<file path="src/rtl/udp_axi_pkg.sv">
package udp_axi_pkg;

    localparam logic [3:0] max_beats = 4'd8;      // deepest burst handled
    localparam logic [7:0] tag_data  = 8'hFF;     // write-data packet
    localparam logic [7:0] tag_addr  = 8'h00;     // address packet
    localparam logic [7:0] reply_tag = 8'hA5;

    typedef enum logic [1:0] {
        op_write = 2'd0,
        op_read  = 2'd1
    } op_e;

    typedef enum logic [2:0] {
        st_idle,
        st_aw,
        st_w,
        st_b,
        st_ar,
        st_r,
        st_reply
    } master_state_e;

    typedef struct packed {
        op_e                          op;
        logic [1:0]                   id;
        logic [1:0]                   burst;
        logic [2:0]                   len;     // beats minus one
        logic [31:0]                  addr;
        logic [max_beats-1:0][31:0]   wdata;
    } cmd_t;

    typedef struct packed {
        op_e                          op;
        logic [1:0]                   id;
        logic [1:0]                   resp;
        logic [2:0]                   len;
        logic [max_beats-1:0][31:0]   rdata;
    } reply_t;

    // shared by aw and ar
    typedef struct packed {
        logic [1:0]  id;
        logic [31:0] addr;
        logic [7:0]  len;
        logic [1:0]  burst;
    } axi_aw_t;

    typedef struct packed {
        logic [1:0]  id;
        logic [31:0] data;
        logic [1:0]  resp;
        logic        last;
    } axi_r_t;

    typedef struct packed {
        logic [1:0] id;
        logic [1:0] resp;
    } axi_b_t;

endpackage

</file>
<file path="src/rtl/axi_burst_master.sv">
`timescale 1ns/10ps
module axi_burst_master import udp_axi_pkg::*; (
    input  logic        gmii_rx_clk,
    input  logic        rst,
    input  cmd_t        cmd,
    input  logic        cmd_req,
    output logic        cmd_ack,
    output axi_aw_t     aw,
    output logic        awvalid,
    input  logic        awready,
    output logic [31:0] wdata,
    output logic [3:0]  wstrb,
    output logic        wlast,
    output logic        wvalid,
    input  logic        wready,
    input  axi_b_t      b,
    input  logic        bvalid,
    output logic        bready,
    output axi_aw_t     ar,
    output logic        arvalid,
    input  logic        arready,
    input  axi_r_t      r,
    input  logic        rvalid,
    output logic        rready,
    output reply_t      reply,
    output logic        rsp_req,
    input  logic        rsp_ack
);
    master_state_e state;
    cmd_t          cmd_q;
    logic [2:0]    beat;
    logic          accept;
    axi_aw_t       addr_beat;
    logic [3:0]    w_beats;     // W handshakes so far in this burst

    assign accept = (state == st_idle) && cmd_req && !cmd_ack;

    always_comb begin
        addr_beat.id    = cmd_q.id;
        addr_beat.addr  = cmd_q.addr;
        addr_beat.len   = {5'b0, cmd_q.len};
        addr_beat.burst = cmd_q.burst;
    end

    assign aw      = addr_beat;
    assign ar      = addr_beat;
    assign awvalid = (state == st_aw);
    assign wvalid  = (state == st_w);
    assign bready  = (state == st_b);
    assign arvalid = (state == st_ar);
    assign rready  = (state == st_r);

    assign wdata = cmd_q.wdata[beat];
    assign wstrb = 4'hF;                 // full words only
    assign wlast = (beat == cmd_q.len);

    always_ff @(posedge gmii_rx_clk) begin
        if (rst) begin
            state   <= st_idle;
            cmd_ack <= 1'b0;
            rsp_req <= 1'b0;
            beat    <= 3'd0;
        end else begin
            if (cmd_ack && !cmd_req) cmd_ack <= 1'b0;
            unique case (state)
                st_idle: begin
                    if (accept) begin
                        cmd_ack <= 1'b1;
                        beat    <= 3'd0;
                        state   <= (cmd.op == op_read) ? st_ar : st_aw;
                    end
                end
                st_aw: begin
                    if (awready) state <= st_w;
                end
                st_w: begin
                    if (wready) begin
                        if (wlast) begin
                            state <= st_b;
                        end else begin
                            beat <= beat + 3'd1;
                        end
                    end
                end
                st_b: begin
                    if (bvalid) begin
                        rsp_req <= 1'b1;
                        state   <= st_reply;
                    end
                end
                st_ar: begin
                    if (arready) state <= st_r;
                end
                st_r: begin
                    if (rvalid) begin
                        beat <= beat + 3'd1;
                        if (r.last) begin
                            rsp_req <= 1'b1;
                            state   <= st_reply;
                        end
                    end
                end
                st_reply: begin
                    if (rsp_req && rsp_ack) rsp_req <= 1'b0;
                    if (!rsp_req && !rsp_ack) state <= st_idle;  // four-phase done
                end
                default: state <= st_idle;
            endcase
        end
    end

    always_ff @(posedge gmii_rx_clk) begin
        if (accept) begin
            cmd_q     <= cmd;
            reply.op  <= cmd.op;
            reply.id  <= cmd.id;
            reply.len <= cmd.len;
        end
        if (state == st_b && bvalid) reply.resp <= b.resp;
        if (state == st_r && rvalid) begin
            reply.rdata[beat] <= r.data;
            if (r.last) reply.resp <= r.resp;   // status of final beat
        end
    end

    always_ff @(posedge gmii_rx_clk) begin
        if (rst || (awvalid && awready)) begin
            w_beats <= 4'd0;
        end else if (wvalid && wready) begin
            w_beats <= w_beats + 4'd1;
        end
    end

    assert property (@(posedge gmii_rx_clk) disable iff (rst)
        awvalid && !awready |=> awvalid && $stable(aw));

    // last flag exactly on the handshake that completes len+1 beats
    assert property (@(posedge gmii_rx_clk) disable iff (rst)
        wvalid && wready |-> wlast == (w_beats == {1'b0, cmd_q.len}));

endmodule

</file>
<file path="src/rtl/udp_axi_bridge.sv">
`timescale 1ns/10ps
module udp_axi_bridge import udp_axi_pkg::*; (
    input  logic        gmii_rx_clk,
    input  logic        rst,
    input  logic        rec_en,
    input  logic [31:0] rec_data,
    input  logic        rec_pkt_done,
    output logic        tx_start_en,
    output logic [15:0] tx_byte_num,
    input  logic        tx_req,
    output logic [31:0] tx_data,
    input  logic        tx_done,
    output axi_aw_t     aw,
    output logic        awvalid,
    input  logic        awready,
    output logic [31:0] wdata,
    output logic [3:0]  wstrb,
    output logic        wlast,
    output logic        wvalid,
    input  logic        wready,
    input  axi_b_t      b,
    input  logic        bvalid,
    output logic        bready,
    output axi_aw_t     ar,
    output logic        arvalid,
    input  logic        arready,
    input  axi_r_t      r,
    input  logic        rvalid,
    output logic        rready
);
    cmd_t   cmd;
    logic   cmd_req;
    logic   cmd_ack;
    reply_t reply;
    logic   rsp_req;
    logic   rsp_ack;

    udp_cmd_rx udp_cmd_rx_inst (
        .gmii_rx_clk  (gmii_rx_clk),
        .rst          (rst),
        .rec_en       (rec_en),
        .rec_data     (rec_data),
        .rec_pkt_done (rec_pkt_done),
        .cmd          (cmd),
        .cmd_req      (cmd_req),
        .cmd_ack      (cmd_ack)
    );

    axi_burst_master axi_burst_master_inst (
        .gmii_rx_clk (gmii_rx_clk),
        .rst         (rst),
        .cmd         (cmd),
        .cmd_req     (cmd_req),
        .cmd_ack     (cmd_ack),
        .aw          (aw),
        .awvalid     (awvalid),
        .awready     (awready),
        .wdata       (wdata),
        .wstrb       (wstrb),
        .wlast       (wlast),
        .wvalid      (wvalid),
        .wready      (wready),
        .b           (b),
        .bvalid      (bvalid),
        .bready      (bready),
        .ar          (ar),
        .arvalid     (arvalid),
        .arready     (arready),
        .r           (r),
        .rvalid      (rvalid),
        .rready      (rready),
        .reply       (reply),
        .rsp_req     (rsp_req),
        .rsp_ack     (rsp_ack)
    );

    udp_reply_tx udp_reply_tx_inst (
        .gmii_rx_clk (gmii_rx_clk),
        .rst         (rst),
        .reply       (reply),
        .rsp_req     (rsp_req),
        .rsp_ack     (rsp_ack),
        .tx_start_en (tx_start_en),
        .tx_byte_num (tx_byte_num),
        .tx_req      (tx_req),
        .tx_data     (tx_data),
        .tx_done     (tx_done)
    );

endmodule

</file>
<file path="src/rtl/udp_cmd_rx.sv">
`timescale 1ns/10ps
module udp_cmd_rx import udp_axi_pkg::*; (
    input  logic        gmii_rx_clk,
    input  logic        rst,
    input  logic        rec_en,
    input  logic [31:0] rec_data,
    input  logic        rec_pkt_done,
    output cmd_t        cmd,
    output logic        cmd_req,
    input  logic        cmd_ack
);
    logic [3:0]  word_cnt;
    logic [31:0] hdr_q;
    logic [31:0] addr_q;
    logic        skip;          // packet began while busy
    logic        pend_valid;
    logic [1:0]  pend_id;
    logic [1:0]  pend_burst;
    logic [2:0]  pend_len;
    logic [31:0] pend_addr;

    logic        busy;
    logic        take;
    logic        done_ok;
    logic [31:0] hdr_cur;
    logic [31:0] addr_cur;
    logic [3:0]  cnt_cur;
    logic [2:0]  widx;
    logic        is_addr;
    logic        got_rd;
    logic        got_wr_addr;
    logic        got_wr;

    assign busy     = cmd_req || cmd_ack;
    assign take     = rec_en && !busy && !skip;
    assign done_ok  = rec_pkt_done && !busy && !skip;

    // view of the packet including a word arriving this cycle
    assign hdr_cur  = (take && word_cnt == 4'd0) ? rec_data : hdr_q;
    assign addr_cur = (take && word_cnt == 4'd1) ? rec_data : addr_q;
    assign cnt_cur  = (take && word_cnt != 4'hF) ? word_cnt + 4'd1 : word_cnt;
    assign widx     = word_cnt[2:0] - 3'd1;  // data word 1 goes to slot 0

    assign is_addr     = (hdr_cur[31:24] == tag_addr) && (cnt_cur >= 4'd2);
    assign got_rd      = done_ok && is_addr && !hdr_cur[16];
    assign got_wr_addr = done_ok && is_addr && hdr_cur[16];
    assign got_wr      = done_ok && (hdr_cur[31:24] == tag_data) && pend_valid &&
                         (cnt_cur >= {1'b0, pend_len} + 4'd2);

    always_ff @(posedge gmii_rx_clk) begin
        if (rst) begin
            word_cnt   <= 4'd0;
            skip       <= 1'b0;
            pend_valid <= 1'b0;
            cmd_req    <= 1'b0;
        end else begin
            if (rec_pkt_done) begin
                word_cnt <= 4'd0;
            end else if (take && word_cnt != 4'hF) begin
                word_cnt <= word_cnt + 4'd1;
            end
            if (rec_pkt_done) begin
                skip <= 1'b0;
            end else if (rec_en && busy) begin
                skip <= 1'b1;
            end
            if (got_wr_addr) begin
                pend_valid <= 1'b1;
            end else if (got_wr) begin
                pend_valid <= 1'b0;
            end
            if (got_rd || got_wr) begin
                cmd_req <= 1'b1;
            end else if (cmd_ack) begin
                cmd_req <= 1'b0;
            end
        end
    end

    always_ff @(posedge gmii_rx_clk) begin
        if (take && word_cnt == 4'd0) hdr_q <= rec_data;
        if (take && word_cnt == 4'd1) addr_q <= rec_data;
        if (take && hdr_q[31:24] == tag_data && word_cnt != 4'd0 && word_cnt <= max_beats) begin
            cmd.wdata[widx] <= rec_data;
        end
        if (got_wr_addr) begin
            pend_id    <= hdr_cur[21:20];
            pend_burst <= hdr_cur[23:22];
            pend_len   <= hdr_cur[10:8];
            pend_addr  <= addr_cur;
        end
        if (got_rd) begin
            cmd.op    <= op_read;
            cmd.id    <= hdr_cur[21:20];
            cmd.burst <= hdr_cur[23:22];
            cmd.len   <= hdr_cur[10:8];
            cmd.addr  <= addr_cur;
        end else if (got_wr) begin
            cmd.op    <= op_write;
            cmd.id    <= pend_id;
            cmd.burst <= pend_burst;
            cmd.len   <= pend_len;
            cmd.addr  <= pend_addr;
        end
    end

    // master may sample cmd on any cycle of the request
    assert property (@(posedge gmii_rx_clk) disable iff (rst)
        cmd_req |=> !cmd_req || $stable(cmd));

endmodule

</file>
<file path="src/rtl/udp_reply_tx.sv">
`timescale 1ns/10ps
module udp_reply_tx import udp_axi_pkg::*; (
    input  logic        gmii_rx_clk,
    input  logic        rst,
    input  reply_t      reply,
    input  logic        rsp_req,
    output logic        rsp_ack,
    output logic        tx_start_en,
    output logic [15:0] tx_byte_num,
    input  logic        tx_req,
    output logic [31:0] tx_data,
    input  logic        tx_done
);
    reply_t      rep_q;
    logic [3:0]  widx;          // next word to serve
    logic [3:0]  nwords;
    logic [2:0]  ridx;
    logic [31:0] status_word;
    logic        done_seen;
    logic        start;

    assign start = rsp_req && !rsp_ack;

    assign status_word = {reply_tag, 6'b0, rep_q.id, 6'b0, rep_q.resp, 5'b0, rep_q.len};
    assign nwords      = (rep_q.op == op_read) ? {1'b0, rep_q.len} + 4'd2 : 4'd1;
    assign tx_byte_num = {10'b0, nwords, 2'b00};
    assign ridx        = widx[2:0] - 3'd1;   // word 1 is rdata[0]

    always_ff @(posedge gmii_rx_clk) begin
        if (rst) begin
            rsp_ack     <= 1'b0;
            tx_start_en <= 1'b0;
            widx        <= 4'd0;
            done_seen   <= 1'b0;
        end else begin
            tx_start_en <= 1'b0;
            if (start) begin
                rsp_ack     <= 1'b1;
                tx_start_en <= 1'b1;     // same edge as rep_q, so byte count is valid
                widx        <= 4'd0;
                done_seen   <= 1'b0;
            end else if (rsp_ack) begin
                if (tx_req && widx != 4'hF) widx <= widx + 4'd1;
                if (tx_done) done_seen <= 1'b1;
                if (done_seen && !rsp_req) begin
                    rsp_ack   <= 1'b0;
                    done_seen <= 1'b0;
                end
            end
        end
    end

    always_ff @(posedge gmii_rx_clk) begin
        if (start) rep_q <= reply;
        if (rsp_ack && tx_req) begin
            if (widx == 4'd0) begin
                tx_data <= status_word;
            end else if (widx < nwords) begin
                tx_data <= rep_q.rdata[ridx];
            end else begin
                tx_data <= 32'd0;        // stack asked past the end
            end
        end
    end

    // stack asks only for words of the packet in flight
    assert property (@(posedge gmii_rx_clk) disable iff (rst)
        tx_req |-> rsp_ack && widx < nwords);

endmodule

</file>
<file path="config.mk">
export PLATFORM = sky130hd
export DESIGN_NAME = udp_axi_bridge
export DESIGN_NICKNAME = d
export VERILOG_FILES = /design/src/rtl/udp_axi_pkg.sv /design/src/rtl/axi_burst_master.sv /design/src/rtl/udp_axi_bridge.sv /design/src/rtl/udp_cmd_rx.sv /design/src/rtl/udp_reply_tx.sv
export SDC_FILE = /design/constraint.sdc
export NUM_CORES = 1
export LEC_CHECK = 0
export ABC_AREA = 1
export BUFFER_PORTS_ARGS = -buffer_cell sky130_fd_sc_hd__buf_2
export CAP_MARGIN = 40
export CORE_ASPECT_RATIO = 0.75
export CORE_UTILIZATION = 40
export CTS_CLUSTER_DIAMETER = 80
export CTS_CLUSTER_SIZE = 25
export DETAILED_ROUTE_END_ITERATION = 8
export GPL_ROUTABILITY_DRIVEN = 0
export PLACE_DENSITY = 0.53
export SYNTH_ARGS = -nofsm -noshare
export SYNTH_HDL_FRONTEND = slang
export SYNTH_SLANG_ARGS = --single-unit
</file>
<file path="constraint.sdc">
create_clock -name gmii_rx_clk -period 44.8 [get_ports gmii_rx_clk]
set_input_delay 8.96 -clock gmii_rx_clk [delete_from_list [all_inputs] [get_ports gmii_rx_clk]]
set_output_delay 8.96 -clock gmii_rx_clk [all_outputs]
set_load 0.02 [all_outputs]
</file>
# Word level (Yosys, flattened, before mapping)
# Cells that the tools add are included.
[totals]
ff_bits = 1271
input_bits = 84
wordCells = 223
out_inout_bits = 179
[op_classes]
reduce_logical = 59
n_eq_ne = 23
n_lt_le_gt_ge = 9
n_bitwise = 1
addsub = 7
n_mux = 55
[op_table]
columns = ["operator", "n"]
rows = [
  ["$bwmux W256", 2],
  ["$mux W32", 7],
  ["$bmux W32 S3", 2],
  ["$demux W32 S3", 2],
  ["$mux W39", 2],
  ["$mux W3", 14],
  ["$logic_and A1 B1 Y1", 31],
  ["$pmux W3 S7", 1],
  ["$mux W18", 1],
  ["$mux W1", 17],
  ["$eq A8 B8 Y1 const B", 2],
  ["$lt A3 B4 Y1 const B", 3],
  ["$ne A2 B1 Y1 const B", 6],
  ["$ne A2 B2 Y1 const B", 5],
  ["$reduce_and A5 Y1", 2],
  ["$eq A3 B3 Y1 const B", 3],
  ["$pmux W3 S3", 1],
  ["$reduce_and A9 Y1", 1],
  ["$add A3 B2 Y4 const B", 2],
  ["$add A4 B1 Y4 const B", 2],
  ["$logic_not A4 Y1", 2],
  ["$logic_not A8 Y1", 1],
  ["$mux W4", 2],
  ["$ne A4 B4 Y1 const B", 2],
  ["other kinds (22)", 41],
]

# Depth between registers and ports, before layout
# Gate-level depths: netlist of the first run.
[depth]
depth_word = 12
ltp_mapped = 19
ltp_nobuf = 19

# Cells and area by module
# Synthesis of the first run repeated with hierarchy kept, for this count alone.
[unflattened]
cells_unflattened = 2966
hier_area_um2 = 45262.2
[modules_own_cells]
columns = ["module", "area_each_um2", "instances", "seq_area_each_um2", "cells_each"]
rows = [
  ["axi_burst_master", 19851.5, 1, 16806.1, 1133],
  ["udp_cmd_rx", 13161.4, 1, 11150.7, 799],
  ["udp_reply_tx", 12249.2, 1, 9058.7, 1034],
]

# Worst setup path before layout of the first run
# No wires, ideal clock.
[synth_path]
kind = "register to register"
startpoint = "reg axi_burst_master_inst.state[1]"
endpoint = "reg axi_burst_master_inst.cmd_q (netlist bit axi_burst_master_inst.ar[0]) (enable)"
n_path_buf = 0
required_time_ns = 43.841
setup_ns = 0.959
slack_ns = 30.756
t_arrival_ns = 13.085
path_stages_with_launch = 6
period_less_slack_ns = 14.044
path_cell_list = "dfxtp_1 -> inv_1 -> nand2_1 -> nor2_1 -> inv_1 -> nor2_1"
[synth_between]
elab_chain_cells = 3
[synth_rtl]
columns = ["element", "line_no", "source"]
rows = [
  ["from (decl)", "axi_burst_master.sv:29", "master_state_e state;"],
  ["from (signal assigned)", "axi_burst_master.sv:59", "state <= st_idle;"],
  ["from (signal assigned)", "axi_burst_master.sv:70", "state <= (cmd.op == op_read) ? st_ar : st_aw;"],
  ["from (signal assigned)", "axi_burst_master.sv:74", "if (awready) state <= st_w;"],
  ["$logic_not A3 Y1", "axi_burst_master.sv:36", "assign accept = (state == st_idle) && cmd_req && !cmd_ack;"],
  ["$logic_and A1 B1 Y1 (2 in a row)", "axi_burst_master.sv:36", ""],
  ["via axi_burst_master_inst.accept", "axi_burst_master.sv:32", "logic accept;"],
  ["to (signal assigned)", "axi_burst_master.sv:114", "cmd_q <= cmd;"],
  ["to (decl)", "axi_burst_master.sv:30", "cmd_t cmd_q;"],
]
# The timed path passes the listed nets, and every way through them passes these cells.
# A chain may end at the register's enable or synchronous reset.

# Worst setup path after layout of the first run
[layout_path]
startpoint = "reg axi_burst_master_inst.beat[0]"
endpoint = "out wdata[28]"
[layout_between]
elab_chain_cells = 2
[layout_rtl]
columns = ["element", "line_no", "source"]
rows = [
  ["from (decl)", "axi_burst_master.sv:31", "logic [2:0] beat;"],
  ["from (signal assigned)", "axi_burst_master.sv:81", "beat <= beat + 3'd1;"],
  ["from (signal assigned)", "axi_burst_master.sv:96", "beat <= beat + 3'd1;"],
  ["$bmux W32 S3", "axi_burst_master.sv:53", "assign wdata = cmd_q.wdata[beat];"],
  ["$mux W32 (not written as such)", "axi_burst_master.sv:53", ""],
  ["to (decl)", "udp_axi_bridge.sv:16", "output logic [31:0] wdata,"],
]
# No other way between the ends. The select of a mux whose other input is x is not followed.

==> reports/metrics.yaml, run 1 <==
grt_pass1_vias: 22221
rsz0062_at_grt: "no"
die_height_um: 291
period_needed_ns: 12.05
maxCapViolCount: 0
drt-initial-drc-count: 1752
max_stage_delay_ns: 0.40
cts-root-buf: "clkbuf_16"
drive_gt1_frac: 0.141
n_fill_cell: 9516
syn_area_um2: 44400
worstPathArrival_ns: 3.09
final.setup_skew_ns: 0.0369
whs_path_depth: 0
grt_max_degree: 77
max_clock_freq_mhz: 83.0
cts_resized: 0
synth_edf_count: 1182
ios: 263
drv_slew: 0
ant_nets: 0
grt_use_total: 0.169
worstHoldStart: "axi_burst_master_inst.reply[54]"
cp.required_ns: 35.84
final_common_cell: "edfxtp_1"
final_cell_mix: "edfxtp_1, nand2_1, nor2_1, buf_2, o21ai_0"
r2r-start: "axi_burst_master_inst.state[1]"
drc: 0
vias: 22342
cts_buffer_depth: 3
power.density_nw_per_um2: 44.8
worstPathBufferInverterCount: 5
port_buffers: 232
dieArea_um2: 112000
r2r_slack_ns: 39.82
relSlewSlack: 0.396
fin_tns_setup_ns: 0
synth.avg_cell_area_um2: 16.0
die_w_um: 387
setup_viol: 0
rows: 105
cts.sinks: 1255
critPathMostFrequentCell: "buf_4"
status: "finished clean"
post-cts-setup-buffer-count: 0
grt_pass1_wl_mm: 141
leakagePower_uw: 0.0166
path_max_fanout: 49
synthArstFlopShare: 0
core_area_um2: 110000
ys_seq_elements: 1255
avgRoutedWirePerCell_um: 22.0
hold_path.class: "register to register"
clk_latency_ns: 0.67
multi_input_area_um2: 5940
dp_hpwl_mm: 54.6
syn_to_final_growth_pct: 9.56
criticalPathCategory: "register to output port"
synth_flop_cell: "edfxtp_1"
end_kind: "output port"
antenna_found_initial: 12
dp_cells: 4329
worstMarginPinSlew_ns: 0.905
start_kind: "register"
htree_num_levels: 2
yosysTopAreaCellShare: 0.799
rr_worst_depth: 11
cp_slowest_cell: "o2111ai_1"
initial_core_util: 0.405
via_per_inst: 5.05
reg2reg_to: "axi_burst_master_inst.cmd_q[15]"
cts_buffers: 57
instances_no_fill: 4421
hold_buffers: 0
overflow: 0
synth_warnings: 0
ys_seq_area_frac: 0.832
clk_pin_slew_ns: 0.09
fin_nets: 3043
crit_chain: "inv_2, buf_4, buf_16, nor2_4, buf_4, a22oi_1, o2111ai_1, buf_2"
period_share: 0.269
hold_slack_ns: 0.398
synth_cells: 2777
hold_violations: 0
cp_top_family: "buffers and inverters"
drt_wl_total_mm: 97.1
synth_area_leaders: "edfxtp_1, dfxtp_1, nand2_1"
final_util: 0.444
cts_tree: "done"
ir_drop_mv: 0.0364
yosysUniqueCellTypes: 42
yosys.area.top_type: "edfxtp_1"
first_pass_iters: 5
regArea_um2: 37000
whs_endpoint: "udp_reply_tx_inst.rep_q[54]"
-- kinds of logic (layout without fill, tap and decap cells) --
| group | after synthesis | count (layout) | share of synthesized area |
|---|---|---|---|
| XOR/XNOR | 7 | 7 | 0.00138 |
| adder cells (fa/ha/maj) | 15 | 15 | 0.00422 |
| AND/OR/NAND/NOR | 717 | 717 | 0.0641 |
| other | 2 | 31 | 0.000169 |
| buffers and inverters | 367 | 538 | 0.0410 |
| AO/OA/AOI/OAI | 395 | 395 | 0.0528 |
| flip-flops | 1255 | 1255 | 0.832 |
| multiplexers | 19 | 19 | 0.00481 |
-- how the worst max path moves through the flow --
stage | start | end | slack (ns) | cells after the start
finish | axi_burst_master_inst.beat[0] | wdata[28] | 32.75 | 8
global route | axi_burst_master_inst.beat[0] | wdata[28] | 32.60 | 8
detailed placement | rec_en | udp_cmd_rx_inst.cmd[257] | 32.59 | 15
floorplan | axi_burst_master_inst.state[1] | axi_burst_master_inst.ar[0] | 30.76 | 5
CTS | axi_burst_master_inst.beat[0] | wdata[28] | 32.66 | 8
global placement | rec_en | udp_cmd_rx_inst.cmd[257] | 32.61 | 15
-- cell type report --
type / count / share of cell area
Timing Repair Buffer: 287 / 0.0360
Multi-Input combinational cell: 1179 / 0.122
Clock inverter: 6 / 0.00188
Sequential cell: 1255 / 0.759
Antenna cell: 5 / 0.000257
Clock buffer: 81 / 0.0311
Inverter: 164 / 0.0127
Tap cell: 1444 / 0.0371
-- sequential cells by signal, indices dropped and copies added, names as in the netlist, 2 cells and up --
register,cells
udp_cmd_rx_inst.pend_id,2
axi_burst_master_inst.beat,3
udp_cmd_rx_inst.cmd,296
axi_burst_master_inst.cmd_q,256
udp_cmd_rx_inst.addr_q,32
udp_cmd_rx_inst.word_cnt,4
udp_cmd_rx_inst.pend_len,3
axi_burst_master_inst.ar,37
axi_burst_master_inst.state,3
axi_burst_master_inst.reply,261
udp_reply_tx_inst.widx,4
udp_cmd_rx_inst.pend_addr,32
udp_cmd_rx_inst.hdr_q,16
udp_reply_tx_inst.rep_q,264
udp_reply_tx_inst.tx_data,32
udp_cmd_rx_inst.pend_burst,2
-- routing by layer --
metal	wire length [um]	GRT usage	vias up
met2	46700	0.280	525
li1	-	-	10272
met4	1660	0.0336	12
met1	43200	0.237	11421
met5	76	0	-
met3	5470	0.0257	112
-- worst register-to-register path: stages (launching register included) --
cell	delay [ns]
dfxtp_1	0.34
inv_1	0.16
nand2_1	0.13
nor2_1	0.23
inv_1	0.13
nor2_4	0.26
buf_12	0.22
buf_4	0.75
buf_4	0.54
buf_16	0.31
buf_4	0.77
buf_4	0.71
-- metrics by stage --
stage | power [uW] | setup slack (ns) | cell area (um2)
2_1_floorplan | 1530 | 30.76 | 44500
5_1_grt | 2260 | 32.60 | 48700
3_3_place_gp | 1610 | 32.61 | 46800
3_5_place_dp | 1620 | 32.59 | 47100
6_report | 2180 | 32.75 | 48700
4_1_cts | 2200 | 32.66 | 48700
-- cell usage after synthesis (33+ instances only) --
cell type     n
nor2_1      305
inv_1       160
clkbuf_1     78
nand3_1      44
buf_4       104
nand2_1     331
o22ai_1      50
a221oi_1     33
a21oi_1      64
dfxtp_1      73
edfxtp_1   1182
o21ai_0     183
-- power by group --
group | switching (uW) | internal [uW]
registers | 13.5 | 1330
logic | 184 | 68.9
clock network | 348 | 241
Power figures use the tool's default switching activity.
==> run 2, diff against run 1 <==
ABC_AREA = 0   (was 1)
PLACE_DENSITY = 0.55   (was 0.53)
clock period = 9.79 ns   (was 44.8 ns; I/O delays follow)
==> run 2 against run 1 <==
  * Core utilization increased by 0.099 points
  * Critical endpoint is now wdata[24]
  * Worst setup slack got worse by 29 ns
  * Hold slack improved by 0.0057 ns
  * Combinational power decreased by 21%
  * Sequential power increased to 4.4 times the previous value
  * Count of clock-buffer cells in the layout increased by 16
  * Clock skew increased by 0.0093 ns
  * Synthesized cell count decreased by 24%
  * Largest cell class unchanged
  * Via count decreased by 14%
  * Area after synthesis decreased by 0.58%
  * Clock power increased to 4.7 times the previous value
  * Wire length decreased by 9.0%
==> reports/metrics.yaml, run 2 <==
status: "finished clean"
overflow: 0
yosysTopAreaCellShare: 0.803
die_w_um: 386
cts-root-buf: "clkbuf_16"
cts_tree: "done"
htree_num_levels: 2
hold_path.class: "register to register"
criticalPathCategory: "register to output port"
antenna_found_initial: 18
ir_drop_mv: 0.138
grt_pass1_vias: 19158
startpoint: "axi_burst_master_inst.beat[1]"
synth_area_leaders: "edfxtp_1, dfxtp_1, mux4_2"
cts_buffer_depth: 3
max_stage_delay_ns: 0.56
hold_violations: 0
dieArea_um2: 112000
vias: 19307
worstPathArrival_ns: 3.60
end_kind: "output port"
die_height_um: 290
p_clk_frac: 0.314
drt-initial-drc-count: 1803
yosys.area.top_type: "edfxtp_1"
synthArstFlopShare: 0
p_int_uw: 7120
largest_reg_flops: 296
synth_adder_area_share: 0.00425
power.density_nw_per_um2: 183
synth_cells: 2122
ios: 263
switchingPower_uw: 1760
core_area_um2: 109000
drc: 0
avgRoutedWirePerCell_um: 23.2
worstMarginPinSlew_ns: 1.18
first_pass_iters: 5
ys_seq_area_frac: 0.836
cts_buffers: 58
syn_to_final_growth_pct: 10.2
initial_core_util: 0.404
r2r-start: "udp_cmd_rx_inst.cmd_req"
clk_latency_ns: 0.68
maxCapViolCount: 0
grt_pass1_wl_mm: 127
rows: 105
hold_buffers: 0
setup_ws_ns: 4.23
port_buffers: 232
crit_chain: "buf_4, nand2b_1, nor2_2, buf_4, a221oi_1, nand2_1, buf_2"
drv_slew: 0
final.setup_skew_ns: 0.0462
placed_area_um2: 46900
final_util: 0.445
synth_flop_cell: "edfxtp_1"
p_comb_frac: 0.023
yosysUniqueCellTypes: 62
cts_resized: 0
ant_nets: 0
synth_top_family_by_area: "multiplexers"
period_needed_ns: 5.56
synthXorXnorAreaFrac: 0.00218
grt_use_total: 0.156
cp.required_ns: 7.83
cts.sinks: 1255
rsz0062_at_grt: "no"
fin_nets: 2412
syn_area_um2: 44200
power.share.switching: 0.198
p_seq_frac: 0.664
start_kind: "register"
post-cts-setup-buffer-count: 0
clk_pin_slew_ns: 0.10
setup_viol: 0
dp_hpwl_mm: 50.7
final_common_cell: "edfxtp_1"
largest-register: "udp_cmd_rx_inst.cmd"
cp_slowest_cell: "buf_4"
dp_slack_ns: 4.21
synth_mux_area_frac: 0.0784
drt_wl_total_mm: 88.3
max_clock_freq_mhz: 180
synthTopCellsByCount: "edfxtp_1, buf_4, nand2_1"
critPathMostFrequentCell: "buf_4"
reg_top3: "udp_cmd_rx_inst.cmd x296, udp_reply_tx_inst.rep_q x264, axi_burst_master_inst.reply x261"
path_max_fanout: 43
whs_path_depth: 0
final_cell_mix: "edfxtp_1, buf_2, nand2_1, mux2i_1, dfxtp_1"
ys_seq_elements: 1255
synth_warnings: 0
drive_gt1_frac: 0.236
fin_area_um2: 48700
synthSimpleGateAreaFrac: 0.0247
via_per_inst: 5.07
worstHoldStart: "axi_burst_master_inst.reply[134]"
synth_edf_count: 1182
rr_worst_depth: 8
relSlewSlack: 0.211
grt_max_degree: 198
synth_compound_area_frac: 0.0277
synth.avg_cell_area_um2: 20.8
n_fill_cell: 9314
period_share: 0.568
leakagePower_uw: 0.0156
synth_most_common_cell: "edfxtp_1"
## run 2: cell types whose count changed after synthesis, moves of 64 or more
| cell | change |
|---|---|
| nor2_1 | -255 |
| o21ai_0 | -167 |
| nand2_1 | -231 |
| mux2i_1 | +74 |
| inv_1 | -143 |
| mux4_2 | +64 |
## run 2: per-layer routing
metal | share of wire | global-route usage
met1 | 0.45 | 0.225
met2 | 0.48 | 0.250
met3 | 0.061 | 0.0263
met4 | 0.015 | 0.0288
met5 | 0.00079 | 0
## run 2: critical path: cells and delay by family (launching register included)
family / cells / cell delay, ns
DFF: 1 / 0.32
AOI/OAI and AO/OA: 1 / 0.15
buffers and inverters: 3 / 1.19
and+or+nand+nor: 3 / 1.22
## run 2: final timing paths
path / endpoint / slack [ns]
worst max register to register: udp_cmd_rx_inst.cmd[283] / 5.87
worst min register to register: udp_reply_tx_inst.rep_q[134] / 0.40
worst min-delay path: udp_reply_tx_inst.rep_q[134] / 0.40
worst max-delay path: wdata[24] / 4.23
## run 2: metrics by stage
| stage | power, uW | hold WS (ns) | setup TNS (ns) | cells |
|---|---|---|---|---|
| after floorplan | 6140 | 0.400 | -207.95 | 2146 |
| after global placement | 6210 | 0.400 | 0 | 3688 |
| after detailed placement | 6220 | 0.405 | 0 | 3697 |
| after CTS | 8990 | 0.393 | 0 | 3804 |
| after global routing | 9190 | 0.398 | 0 | 3805 |
| final | 8890 | 0.404 | 0 | 3808 |
## run 2: layout make-up
type                            instances  area [um2]  share of cell area
Sequential cell                      1255       37000               0.759
Clock buffer                           97        1600              0.0328
Timing Repair Buffer                  282        1710              0.0350
Multi-Input combinational cell        699        6360               0.131
Tap cell                             1444        1810              0.0371
Clock inverter                         10         171             0.00352
Inverter                               17        71.3             0.00146
Antenna cell                            4        10.0            0.000206
## run 2: cells by family after synthesis
logic type                 Yosys count
muxes                              239
and+or+nand+nor                    227
other                                2
buffers and inverters              192
adders and majority gates           15
DFF                               1255
xor gates and xnor gates            11
AOI/OAI and AO/OA                  181
## run 2: power by group through the flow
stage	registers, uW	logic (uW)	clock network [uW]
floorplan	6010	129	0
global placement	6020	189	0
detailed placement	6020	203	0
CTS	5900	203	2880
global route	5910	219	3070
finish	5900	201	2790
